===== config.mk =====
export PLATFORM = sky130hd
export DESIGN_NAME = decodeStage
export DESIGN_NICKNAME = d
export VERILOG_FILES = /design/src/rvDecodePkg.sv /design/src/opcodeClassifier.sv /design/src/aluControl.sv /design/src/immGenerator.sv /design/src/legalityChecker.sv /design/src/decodeStage.sv
export SDC_FILE = /design/constraint.sdc
export NUM_CORES = 1
export LEC_CHECK = 0
export ABC_AREA = 1
export BUFFER_PORTS_ARGS = -buffer_cell sky130_fd_sc_hd__buf_2
export CAP_MARGIN = 0
export CORE_ASPECT_RATIO = 0.75
export CORE_MARGIN = 8
export CORE_UTILIZATION = 30
export DETAILED_ROUTE_END_ITERATION = 16
export SLEW_MARGIN = 10
export SYNTH_ARGS = -nofsm -noshare
export SYNTH_HDL_FRONTEND = slang
export SYNTH_SLANG_ARGS = --single-unit

===== constraint.sdc =====
create_clock -name clk -period 3.3 [get_ports clk]
set_input_delay 0.33 -clock clk [delete_from_list [all_inputs] [get_ports clk]]
set_output_delay 0.33 -clock clk [all_outputs]
set_load 0.05 [all_outputs]

===== src/rvDecodePkg.sv =====
package rvDecodePkg;

    localparam int instrWidth  = 32;
    localparam int xlen        = 64;
    localparam int regIdxWidth = 5;

    typedef logic [instrWidth-1:0]  instrT;
    typedef logic [xlen-1:0]        xlenT;
    typedef logic [regIdxWidth-1:0] regIdxT;
    typedef logic [2:0]             aluOpT;   // add sub xor or and sll srl sra
    typedef logic [3:0]             mulOpT;   // {word, div/rem, funct3[1:0]}
    typedef logic [1:0]             srcSelT;  // A: 0 zero, 1 rs1, 2 pc / B: 0 rs2, 1 imm
    typedef logic [1:0]             flagSelT; // 0 signed less, 1 unsigned less, 2 equal
    typedef logic [3:0]             memModeT; // {store, funct3}

    typedef enum logic [3:0] {
        classR,
        classI,
        classLoad,
        classStore,
        classBranch,
        classJal,
        classJalr,
        classLui,
        classAuipc,
        classUnknown
    } opClassT;

    typedef enum logic [2:0] {
        immI,
        immS,
        immB,
        immU,
        immJ,
        immNone
    } immKindT;

    // major opcodes, instr[6:0]
    localparam logic [6:0] opOp      = 7'b0110011;
    localparam logic [6:0] opOpImm   = 7'b0010011;
    localparam logic [6:0] opOp32    = 7'b0111011;
    localparam logic [6:0] opOpImm32 = 7'b0011011;
    localparam logic [6:0] opLoad    = 7'b0000011;
    localparam logic [6:0] opStore   = 7'b0100011;
    localparam logic [6:0] opBranch  = 7'b1100011;
    localparam logic [6:0] opJal     = 7'b1101111;
    localparam logic [6:0] opJalr    = 7'b1100111;
    localparam logic [6:0] opLui     = 7'b0110111;
    localparam logic [6:0] opAuipc   = 7'b0010111;

    // funct7, instr[31:25]
    localparam logic [6:0] f7Base   = 7'b0000000;
    localparam logic [6:0] f7Alt    = 7'b0100000; // sub, sra
    localparam logic [6:0] f7MulDiv = 7'b0000001; // M extension

endpackage


===== src/opcodeClassifier.sv =====
`timescale 1ns/1ps

module opcodeClassifier (
    input  rvDecodePkg::instrT   instr,
    output rvDecodePkg::opClassT opClass,
    output rvDecodePkg::immKindT immKind,
    output logic                 isBranch,
    output logic                 isJump,
    output logic                 isWriteBack,
    output logic                 isMemWrite,
    output logic                 isMemRead,
    output logic                 rv64,
    output rvDecodePkg::srcSelT  srcA,
    output rvDecodePkg::srcSelT  srcB,
    output rvDecodePkg::memModeT memMode
);

    logic [6:0] opcode;

    assign opcode = instr[6:0];

    always_comb begin
        opClass = rvDecodePkg::classUnknown;
        immKind = rvDecodePkg::immNone;
        rv64    = 1'b0;
        case (opcode)
            rvDecodePkg::opOp: begin
                opClass = rvDecodePkg::classR;
            end
            rvDecodePkg::opOp32: begin
                opClass = rvDecodePkg::classR;
                rv64    = 1'b1; // addw, mulw etc
            end
            rvDecodePkg::opOpImm: begin
                opClass = rvDecodePkg::classI;
                immKind = rvDecodePkg::immI;
            end
            rvDecodePkg::opOpImm32: begin
                opClass = rvDecodePkg::classI;
                immKind = rvDecodePkg::immI;
                rv64    = 1'b1;
            end
            rvDecodePkg::opLoad: begin
                opClass = rvDecodePkg::classLoad;
                immKind = rvDecodePkg::immI;
            end
            rvDecodePkg::opStore: begin
                opClass = rvDecodePkg::classStore;
                immKind = rvDecodePkg::immS;
            end
            rvDecodePkg::opBranch: begin
                opClass = rvDecodePkg::classBranch;
                immKind = rvDecodePkg::immB;
            end
            rvDecodePkg::opJal: begin
                opClass = rvDecodePkg::classJal;
                immKind = rvDecodePkg::immJ;
            end
            rvDecodePkg::opJalr: begin
                opClass = rvDecodePkg::classJalr;
                immKind = rvDecodePkg::immI;
            end
            rvDecodePkg::opLui: begin
                opClass = rvDecodePkg::classLui;
                immKind = rvDecodePkg::immU;
            end
            rvDecodePkg::opAuipc: begin
                opClass = rvDecodePkg::classAuipc;
                immKind = rvDecodePkg::immU;
            end
            default: ; // system and atomic fall here
        endcase
    end

    assign isBranch    = (opClass == rvDecodePkg::classBranch);
    assign isJump      = (opClass == rvDecodePkg::classJal) || (opClass == rvDecodePkg::classJalr);
    assign isMemWrite  = (opClass == rvDecodePkg::classStore);
    assign isMemRead   = (opClass == rvDecodePkg::classLoad);
    assign isWriteBack = !isBranch && !isMemWrite && (opClass != rvDecodePkg::classUnknown);

    assign memMode = {isMemWrite, instr[14:12]}; // width and sign from funct3

    assign srcA = (opClass == rvDecodePkg::classLui)    ? 2'd0 : // zero
                  (opClass == rvDecodePkg::classAuipc)  ? 2'd2 : // pc
                  (opClass == rvDecodePkg::classBranch) ? 2'd2 :
                  (opClass == rvDecodePkg::classJal)    ? 2'd2 :
                  2'd1;                                          // rs1

    assign srcB = (immKind == rvDecodePkg::immNone) ? 2'd0 : 2'd1; // rs2 only for R

endmodule


===== src/aluControl.sv =====
`timescale 1ns/1ps

module aluControl (
    input  rvDecodePkg::instrT   instr,
    input  rvDecodePkg::opClassT opClass,
    output rvDecodePkg::aluOpT   aluOp,
    output rvDecodePkg::mulOpT   mulOp,
    output logic                 rvm,
    output logic                 cns,
    output logic                 cmpSrcB,
    output logic                 flagInv,
    output rvDecodePkg::flagSelT useFlag
);

    logic [2:0] funct3;
    logic       isArith;
    logic       isWord;

    assign funct3  = instr[14:12];
    assign isArith = (opClass == rvDecodePkg::classR) || (opClass == rvDecodePkg::classI);
    assign isWord  = (instr[6:0] == rvDecodePkg::opOp32);

    // R and I share one table, only R has sub
    always_comb begin
        aluOp = 3'd0; // add
        if (isArith) begin
            case (funct3)
                3'b000: begin
                    if (opClass == rvDecodePkg::classR && instr[30]) begin
                        aluOp = 3'd1; // sub
                    end
                end
                3'b100: aluOp = 3'd2; // xor
                3'b110: aluOp = 3'd3; // or
                3'b111: aluOp = 3'd4; // and
                3'b001: aluOp = 3'd5; // sll
                3'b101: aluOp = instr[30] ? 3'd7 : 3'd6; // sra / srl
                default: aluOp = 3'd0; // slt, sltu compare through add path
            endcase
        end
    end

    assign rvm   = (opClass == rvDecodePkg::classR) && (instr[31:25] == rvDecodePkg::f7MulDiv);
    assign mulOp = rvm ? {isWord, funct3[2], funct3[1:0]} : 4'b0000;

    // set-less-than forms
    assign cns = isArith && (funct3[2:1] == 2'b01);

    always_comb begin
        useFlag = 2'd0;
        flagInv = 1'b0;
        cmpSrcB = 1'b0;
        if (isArith) begin
            useFlag = funct3[0] ? 2'd1 : 2'd0; // sltu : slt
            cmpSrcB = (opClass == rvDecodePkg::classI); // compare against imm
        end else if (opClass == rvDecodePkg::classBranch) begin
            flagInv = funct3[0]; // bne bge bgeu
            case (funct3[2:1])
                2'b00:   useFlag = 2'd2; // beq bne
                2'b10:   useFlag = 2'd0; // blt bge
                2'b11:   useFlag = 2'd1; // bltu bgeu
                default: useFlag = 2'd0;
            endcase
        end
    end

endmodule


===== src/immGenerator.sv =====
`timescale 1ns/1ps

module immGenerator (
    input  rvDecodePkg::instrT   instr,
    input  rvDecodePkg::immKindT immKind,
    output rvDecodePkg::xlenT    imm
);

    logic sign;

    assign sign = instr[31];

    always_comb begin
        case (immKind)
            rvDecodePkg::immI: begin
                imm = {{52{sign}}, instr[31:20]};
            end
            rvDecodePkg::immS: begin
                imm = {{52{sign}}, instr[31:25], instr[11:7]};
            end
            rvDecodePkg::immB: begin
                imm = {{51{sign}}, sign, instr[7], instr[30:25], instr[11:8], 1'b0};
            end
            rvDecodePkg::immU: begin
                imm = {{32{sign}}, instr[31:12], 12'b0}; // already shifted by 12
            end
            rvDecodePkg::immJ: begin
                imm = {{43{sign}}, sign, instr[19:12], instr[20], instr[30:21], 1'b0};
            end
            default: begin
                imm = '0; // R and unknown
            end
        endcase
    end

endmodule


===== src/legalityChecker.sv =====
`timescale 1ns/1ps

module legalityChecker (
    input  rvDecodePkg::instrT   instr,
    input  rvDecodePkg::opClassT opClass,
    output logic                 illegal
);

    logic [2:0] funct3;
    logic [6:0] funct7;
    logic       isWord;
    logic       f7Base;
    logic       f7Alt;
    logic       f7Mul;

    assign funct3 = instr[14:12];
    assign funct7 = instr[31:25];
    assign isWord = (instr[6:0] == rvDecodePkg::opOp32) || (instr[6:0] == rvDecodePkg::opOpImm32);
    assign f7Base = (funct7 == rvDecodePkg::f7Base);
    assign f7Alt  = (funct7 == rvDecodePkg::f7Alt);
    assign f7Mul  = (funct7 == rvDecodePkg::f7MulDiv);

    always_comb begin
        illegal = 1'b0;
        case (opClass)
            rvDecodePkg::classR: begin
                case (funct3)
                    3'b000, 3'b101: illegal = !(f7Base || f7Alt || f7Mul); // add sub mul, srl sra divu
                    3'b001:         illegal = isWord ? !f7Base : !(f7Base || f7Mul); // sll mulh
                    3'b010, 3'b011: illegal = isWord || !(f7Base || f7Mul); // slt and upper mul
                    default:        illegal = isWord ? !f7Mul : !(f7Base || f7Mul);
                endcase
            end
            rvDecodePkg::classI: begin
                if (isWord) begin
                    case (funct3)
                        3'b000:  illegal = 1'b0;              // addiw
                        3'b001:  illegal = !f7Base;           // slliw, 5 bit shamt
                        3'b101:  illegal = !(f7Base || f7Alt); // srliw sraiw
                        default: illegal = 1'b1;
                    endcase
                end else begin
                    case (funct3)
                        3'b001:  illegal = (funct7[6:1] != 6'b000000); // 6 bit shamt
                        3'b101:  illegal = (funct7[6:1] != 6'b000000) &&
                                           (funct7[6:1] != 6'b010000);
                        default: illegal = 1'b0;
                    endcase
                end
            end
            rvDecodePkg::classLoad: begin
                illegal = (funct3 == 3'b111); // no ldu
            end
            rvDecodePkg::classStore: begin
                illegal = funct3[2]; // sb sh sw sd only
            end
            rvDecodePkg::classBranch: begin
                illegal = (funct3[2:1] == 2'b01);
            end
            rvDecodePkg::classJalr: begin
                illegal = (funct3 != 3'b000);
            end
            rvDecodePkg::classJal, rvDecodePkg::classLui, rvDecodePkg::classAuipc: begin
                illegal = 1'b0;
            end
            default: begin
                illegal = 1'b1; // unsupported opcode
            end
        endcase
    end

endmodule


===== src/decodeStage.sv =====
`timescale 1ns/1ps

module decodeStage (
    input  logic                 clk,
    input  logic                 rstN,
    input  rvDecodePkg::instrT   instr,
    input  logic                 instrValid,
    input  logic                 stall,
    output logic                 decValid,
    output rvDecodePkg::xlenT    imm,
    output rvDecodePkg::regIdxT  rs1,
    output rvDecodePkg::regIdxT  rs2,
    output rvDecodePkg::regIdxT  rd,
    output rvDecodePkg::aluOpT   aluOp,
    output rvDecodePkg::mulOpT   mulOp,
    output logic                 rv64,
    output logic                 rvm,
    output rvDecodePkg::srcSelT  srcA,
    output rvDecodePkg::srcSelT  srcB,
    output logic                 isBranch,
    output logic                 isJump,
    output logic                 isWriteBack,
    output logic                 isMemWrite,
    output logic                 isMemRead,
    output rvDecodePkg::memModeT memMode,
    output logic                 cns,
    output logic                 cmpSrcB,
    output logic                 flagInv,
    output rvDecodePkg::flagSelT useFlag,
    output logic                 illegal
);

    rvDecodePkg::opClassT opClass;
    rvDecodePkg::immKindT immKind;
    rvDecodePkg::xlenT    nextImm;
    rvDecodePkg::aluOpT   nextAluOp;
    rvDecodePkg::mulOpT   nextMulOp;
    rvDecodePkg::srcSelT  nextSrcA;
    rvDecodePkg::srcSelT  nextSrcB;
    rvDecodePkg::memModeT nextMemMode;
    rvDecodePkg::flagSelT nextUseFlag;
    logic nextRv64;
    logic nextRvm;
    logic nextBranch;
    logic nextJump;
    logic nextWriteBack;
    logic nextMemWrite;
    logic nextMemRead;
    logic nextCns;
    logic nextCmpSrcB;
    logic nextFlagInv;
    logic nextIllegal;

    opcodeClassifier uClassifier (
        .instr(instr), .opClass(opClass), .immKind(immKind),
        .isBranch(nextBranch), .isJump(nextJump), .isWriteBack(nextWriteBack),
        .isMemWrite(nextMemWrite), .isMemRead(nextMemRead), .rv64(nextRv64),
        .srcA(nextSrcA), .srcB(nextSrcB), .memMode(nextMemMode)
    );

    aluControl uAluControl (
        .instr(instr), .opClass(opClass), .aluOp(nextAluOp), .mulOp(nextMulOp),
        .rvm(nextRvm), .cns(nextCns), .cmpSrcB(nextCmpSrcB), .flagInv(nextFlagInv),
        .useFlag(nextUseFlag)
    );

    immGenerator uImmGen (.instr(instr), .immKind(immKind), .imm(nextImm));

    legalityChecker uLegality (.instr(instr), .opClass(opClass), .illegal(nextIllegal));

    // control flags, cleared on reset
    always_ff @(posedge clk) begin
        if (!rstN) begin
            decValid    <= 1'b0;
            isBranch    <= 1'b0;
            isJump      <= 1'b0;
            isWriteBack <= 1'b0;
            isMemWrite  <= 1'b0;
            isMemRead   <= 1'b0;
            illegal     <= 1'b0;
        end else if (!stall) begin
            decValid    <= instrValid;
            isBranch    <= nextBranch;
            isJump      <= nextJump;
            isWriteBack <= nextWriteBack;
            isMemWrite  <= nextMemWrite;
            isMemRead   <= nextMemRead;
            illegal     <= nextIllegal;
        end
    end

    // payload, held while stalled
    always_ff @(posedge clk) begin
        if (!stall) begin
            imm     <= nextImm;
            rs1     <= instr[19:15];
            rs2     <= instr[24:20];
            rd      <= instr[11:7];
            aluOp   <= nextAluOp;
            mulOp   <= nextMulOp;
            rv64    <= nextRv64;
            rvm     <= nextRvm;
            srcA    <= nextSrcA;
            srcB    <= nextSrcB;
            memMode <= nextMemMode;
            cns     <= nextCns;
            cmpSrcB <= nextCmpSrcB;
            flagInv <= nextFlagInv;
            useFlag <= nextUseFlag;
        end
    end

endmodule


==> reports/results.ini, run 1 <==
[run_status]
outcome=completed

[finish]
final_cell_mix=buf_2, edfxtp_1, nand2_1
stdcell_count=600
final_util=0.386
final_common_cell=buf_2
seq_area_um2=2180
multi_input_area_um2=876
drive_above_1_share=0.419
synthToLayoutAreaGrowth_pct=27.3
fillers=1132
n_antenna_cell=0
nets=487

[route]
drtPass1Iterations=5
drt-total-wl_mm=9.61
via_per_inst=4.61
drt_iter0_markers=169
drcViolationCount=0
num_vias=2768
post_drt_wl_per_cell_um=16.0
drtAntennaViolNets=0

[power]
p_sw_uw=831
leakage_nw=2.03
comb_power_share=0.193
max-vdd-ir-drop_uv=219
power_density_nw_per_um2=604
seqPwrFrac=0.418
internal_power_mw=1.85
swShare=0.310
pwr-share-clk=0.389

[sta]
finalCritPeriodShare=0.561
slew_viol_final=0
slew_headroom=0.484
hold_slack_ns=0.190
worst_slew_pin_slew_ns=0.772
setup_violations=0
fin_ws_ns=1.45
tns_ns=0
period_needed_ns=1.85
hold_violations=0
timing.fmax_ghz=0.540
skew_ns=0
rsz0062_at_grt=no

[synth]
netlist-cell-type-count=27
synth_mux_area_frac=0
synth-edff-count=68
yosys.area_share.simple=0.170
synth_top_area_frac=0.585
synthesis.area_um2=3490
yosys.area_share.adder=0
ys_seq_elements=75
ys_warn_count=0
avgSynthCellArea_um2=10.5
synthFlopType=edfxtp_1
synth_area_leaders=edfxtp_1, buf_4, nand2_1
synth-seq-area-share=0.626
synth-compound-area-share=0.0803
syn_nets=369
synth_top_family_by_area=simple AND/OR/NAND/NOR gates
syn_inst=333
synthArstFlopShare=0
synth-xor-area-share=0
yosysTopAreaCell=edfxtp_1

[die]
die-area_um2=15400
ios=144
rows=34
core-area_um2=11500
die_y_um=109
die_x_um=141
start_util=0.304

[global_route]
grt_use_total=0.122
grt-ovfl-total=0
grt_use_met2=0.197
grtUsageMet1=0.145
grt_max_degree=34
grt_pass1_vias=2827
antenna_found_initial=0
grt_pass1_wl_mm=14.6
grt.busiest_layer=met2
grt_use_met3=0.0538

[worst_hold_path]
hold_path_depth=1
min_path_type=input pin to flop
worstHoldStart=instr[10]
hold-path-endpoint=rd[3]$_DFFE_PN_

[critical_path]
cp_max_fo=14
cp_num_buf_inv=3
crit_type=input pin to flop
endpoint_kind=flop
crit_path_max_incr_delay_ns=0.49
cp-start-kind=input pin
rr_worst_depth=4
path_common_cell=nand2_1
critPathRequiredTime_ns=3.46
crit_chain=buf_2 -> inv_1 -> nand2_1 -> nor2_1 -> nand2_1 -> nand2_1 -> inv_1 -> o21ai_0
ff2ff_setup_slack_ns=2.63
timing.rr.start=illegal$_SDFFE_PN0N_
critPathSlowestCell=nand2_1
rr_endpoint=illegal$_SDFFE_PN0N_
path_delay_family=simple AND/OR/NAND/NOR gates
crit_arrival_ns=2.01

[placed_design]
port-buffer-count=142
dp.cells=584
routabilityCongestion=0.892
dp_hpwl_mm=7.37
post-place-ws_ns=1.13

[clocking]
tritoncts=yes
ctsResizeCount=0
clkLatencyLatePin_ns=0.33
post_cts_buffers=0
cts_hold_buf=0
cts_htree_levels=3
cts_buffer_depth=2
path_clk_slew_ns=0.06
root_buffer=clkbuf_16
numCtsBuffers=9
clock_sinks=75

[run]
drv_cap=0

[layout make-up]
cell class / instances / share of cell area
Tap cell: 144 / 0.0406
Clock buffer: 9 / 0.0507
Multi-Input combinational cell: 179 / 0.197
Clock inverter: 7 / 0.0209
Timing Repair Buffer: 144 / 0.163
Sequential cell: 75 / 0.492
Inverter: 42 / 0.0355
[stage by stage]
step | area (um2) | power (mW)
after CTS | 4440 | 2.71
after detailed placement | 4120 | 1.66
after global placement | 4120 | 1.66
final | 4440 | 2.68
after floorplan | 3490 | 1.56
after global routing | 4440 | 2.77
[sequential cells by signal (all words and copies together), names as in the netlist, 2 cells and up]
signal / cells
imm: 32
useFlag: 2
rd: 5
rs1: 5
rs2: 5
memMode: 4
aluOp: 3
mulOp: 4
srcA: 2
[kinds of logic after synthesis]
family / count (synthesis)
and+or+nand+nor: 135
AOI/OAI and AO/OA: 43
DFF: 75
other: 1
buffers and inverters: 79
[power groups by stage]
stage               combinational (mW)  sequential (mW)  clock, mW
CTS                              0.523             1.12       1.07
detailed placement               0.522             1.14          0
finish                           0.519             1.12       1.04
global route                     0.544             1.13       1.10
global placement                 0.520             1.14          0
floorplan                        0.202             1.36          0
[routing by layer]
metal	up-vias	part of all wire
li1	1308	-
met1	1281	0.44
met2	165	0.43
met3	14	0.12
met4	0	0.015
met5	-	0
[cells in the mapped netlist, types with 2 or more instances]
library cell	n
nand2_1	57
o21ai_0	19
nor3_1	4
inv_1	36
inv_2	6
o211ai_1	3
nor2_4	4
nor2_1	44
dfxtp_1	7
buf_4	33
a21oi_1	6
nand2_2	8
nand4_1	4
nand3_1	12
nor2_2	2
o21ai_2	10
edfxtp_1	68
[worst register-to-register path: stages, from the launching register on]
cell and delay (ns):
dfxtp_1 0.34, nor2_1 0.05, nor2_1 0.12, nand2_1 0.06, inv_1 0.05
[worst max path at each step]
stage | slack, ns | cells after the start | from | end
6_report | 1.45 | 8 | instr[3] | imm[12]$_DFFE_PN_
4_1_cts | 1.43 | 1 | imm[62]$_DFFE_PN_ | imm[53]
3_5_place_dp | 1.13 | 8 | instr[3] | imm[12]$_DFFE_PN_
5_1_grt | 1.25 | 8 | instr[3] | imm[12]$_DFFE_PN_
2_1_floorplan | 0.33 | 5 | stall | isJump$_SDFFE_PN0N_
3_3_place_gp | 1.25 | 7 | instr[1] | imm[14]$_DFFE_PN_
No activity file was read; power rests on OpenSTA's default activity.
==> run 2, diff against run 1 <==
==> constraint.sdc (replaced) <==
create_clock -name clk -period 1.91 [get_ports clk]
set_input_delay 0.191 -clock clk [delete_from_list [all_inputs] [get_ports clk]]
set_output_delay 0.191 -clock clk [all_outputs]
set_load 0.05 [all_outputs]
==> reports/results.ini, run 2 (same netlist as run 1, synthesis figures left out) <==
[clocking]
cts_htree_levels=3
numCtsBuffers=9
cts_buffer_depth=2
ctsResizeCount=0
cts_hold_buf=0
path_clk_slew_ns=0.07
tritoncts=yes
root_buffer=clkbuf_16
clock_sinks=75
clkLatencyLatePin_ns=0.34
post_cts_buffers=0

[finish]
synthToLayoutAreaGrowth_pct=27.8
largest-register=imm
nets=491
final_common_cell=buf_2
drive_above_1_share=0.426
largest_reg_flops=32
n_antenna_cell=0
final_cell_mix=buf_2, edfxtp_1, nand2_1

[die]
die-area_um2=15400
die_x_um=141
rows=34
core-area_um2=11500
start_util=0.304
die_y_um=109
ios=144

[power]
max-vdd-ir-drop_uv=362
leakage_nw=2.05
power_density_nw_per_um2=1030

[sta]
hold_slack_ns=0.0378
tns_ns=0
period_needed_ns=1.41
rsz0062_at_grt=no
setup_violations=0
finalCritPeriodShare=0.736
hold_violations=0
slew_viol_final=0
timing.fmax_ghz=0.712
skew_ns=0

[global_route]
antenna_found_initial=0
grt-ovfl-total=0
grt_use_total=0.125
grt_pass1_wl_mm=14.7
grt_pass1_vias=2741
grt_max_degree=40

[critical_path]
path_delay_family=buffers and inverters
critPathRequiredTime_ns=1.72
crit_type=flop to output pin
critPathSlowestCell=edfxtp_1
cp_num_buf_inv=2
endpoint_kind=output pin
cp-start-kind=flop
crit_chain=buf_4 -> buf_2
crit_arrival_ns=1.21
cp_max_fo=33
crit_path_max_incr_delay_ns=0.33

[run_status]
outcome=completed

[placed_design]
dp_hpwl_mm=7.69
routabilityCongestion=0.918
port-buffer-count=142

[route]
drtAntennaViolNets=0
post_drt_wl_per_cell_um=16.2
via_per_inst=4.51
drcViolationCount=0
drt-total-wl_mm=9.76
drtPass1Iterations=4
num_vias=2724
drt_iter0_markers=165

[run]
drv_cap=0

[worst_hold_path]
min_path_type=input pin to flop

==> run 2: layer usage <==
| metal | GRT usage | wire length, um | up-vias |
|---|---|---|---|
| met4 | 0.0375 | 106 | 0 |
| li1 | - | - | 1324 |
| met1 | 0.149 | 4060 | 1248 |
| met3 | 0.0594 | 1300 | 11 |
| met2 | 0.199 | 4290 | 141 |
| met5 | 0 | 0 | - |
==> run 2: final cells by class <==
cell class / instances / area, um2
clock buffers: 9 / 225
repair buffers: 148 / 756
well taps: 144 / 180
clock inverters: 7 / 82.6
fillers: 1186 / 7030
flip-flops and latches: 75 / 2180
inverters: 42 / 158
multi-input cells: 179 / 876
==> run 2: power by group <==
group / leakage [nW] / internal [mW] / switching, mW
Combinational: 1.19 / 0.163 / 0.748
Clock: 0.145 / 1.03 / 0.730
Sequential: 0.709 / 1.90 / 0.0284
==> run 2: worst register-to-register path, cell delays in order (launching register included) <==
cell     delay (ns)
dfxtp_1        0.32
o21ai_0        0.16
a21oi_1        0.06
==> run 2: final timing paths <==
check                                             start                       to  slack, ns  cells after the start
worst max-delay path                  imm[62]$_DFFE_PN_                  imm[33]       0.50                      2
worst min-delay path                          instr[24]         rs2[4]$_DFFE_PN_       0.04                      1
worst max register to register  isMemWrite$_SDFFE_PN0N_  isMemWrite$_SDFFE_PN0N_       1.25                      2
worst min register to register   isMemRead$_SDFFE_PN0N_   isMemRead$_SDFFE_PN0N_       0.48                      2
==> run 2: metrics by stage <==
stage	setup WS (ns)	power, mW	instances	instance area [um2]	util
floorplan	0.212	2.69	333	3490	-
global placement	0.255	2.87	588	4150	0.361
detailed placement	0.188	2.88	588	4150	0.361
CTS	0.470	4.65	604	4460	0.388
global route	0.409	4.75	604	4460	0.388
finish	0.505	4.60	604	4460	0.388
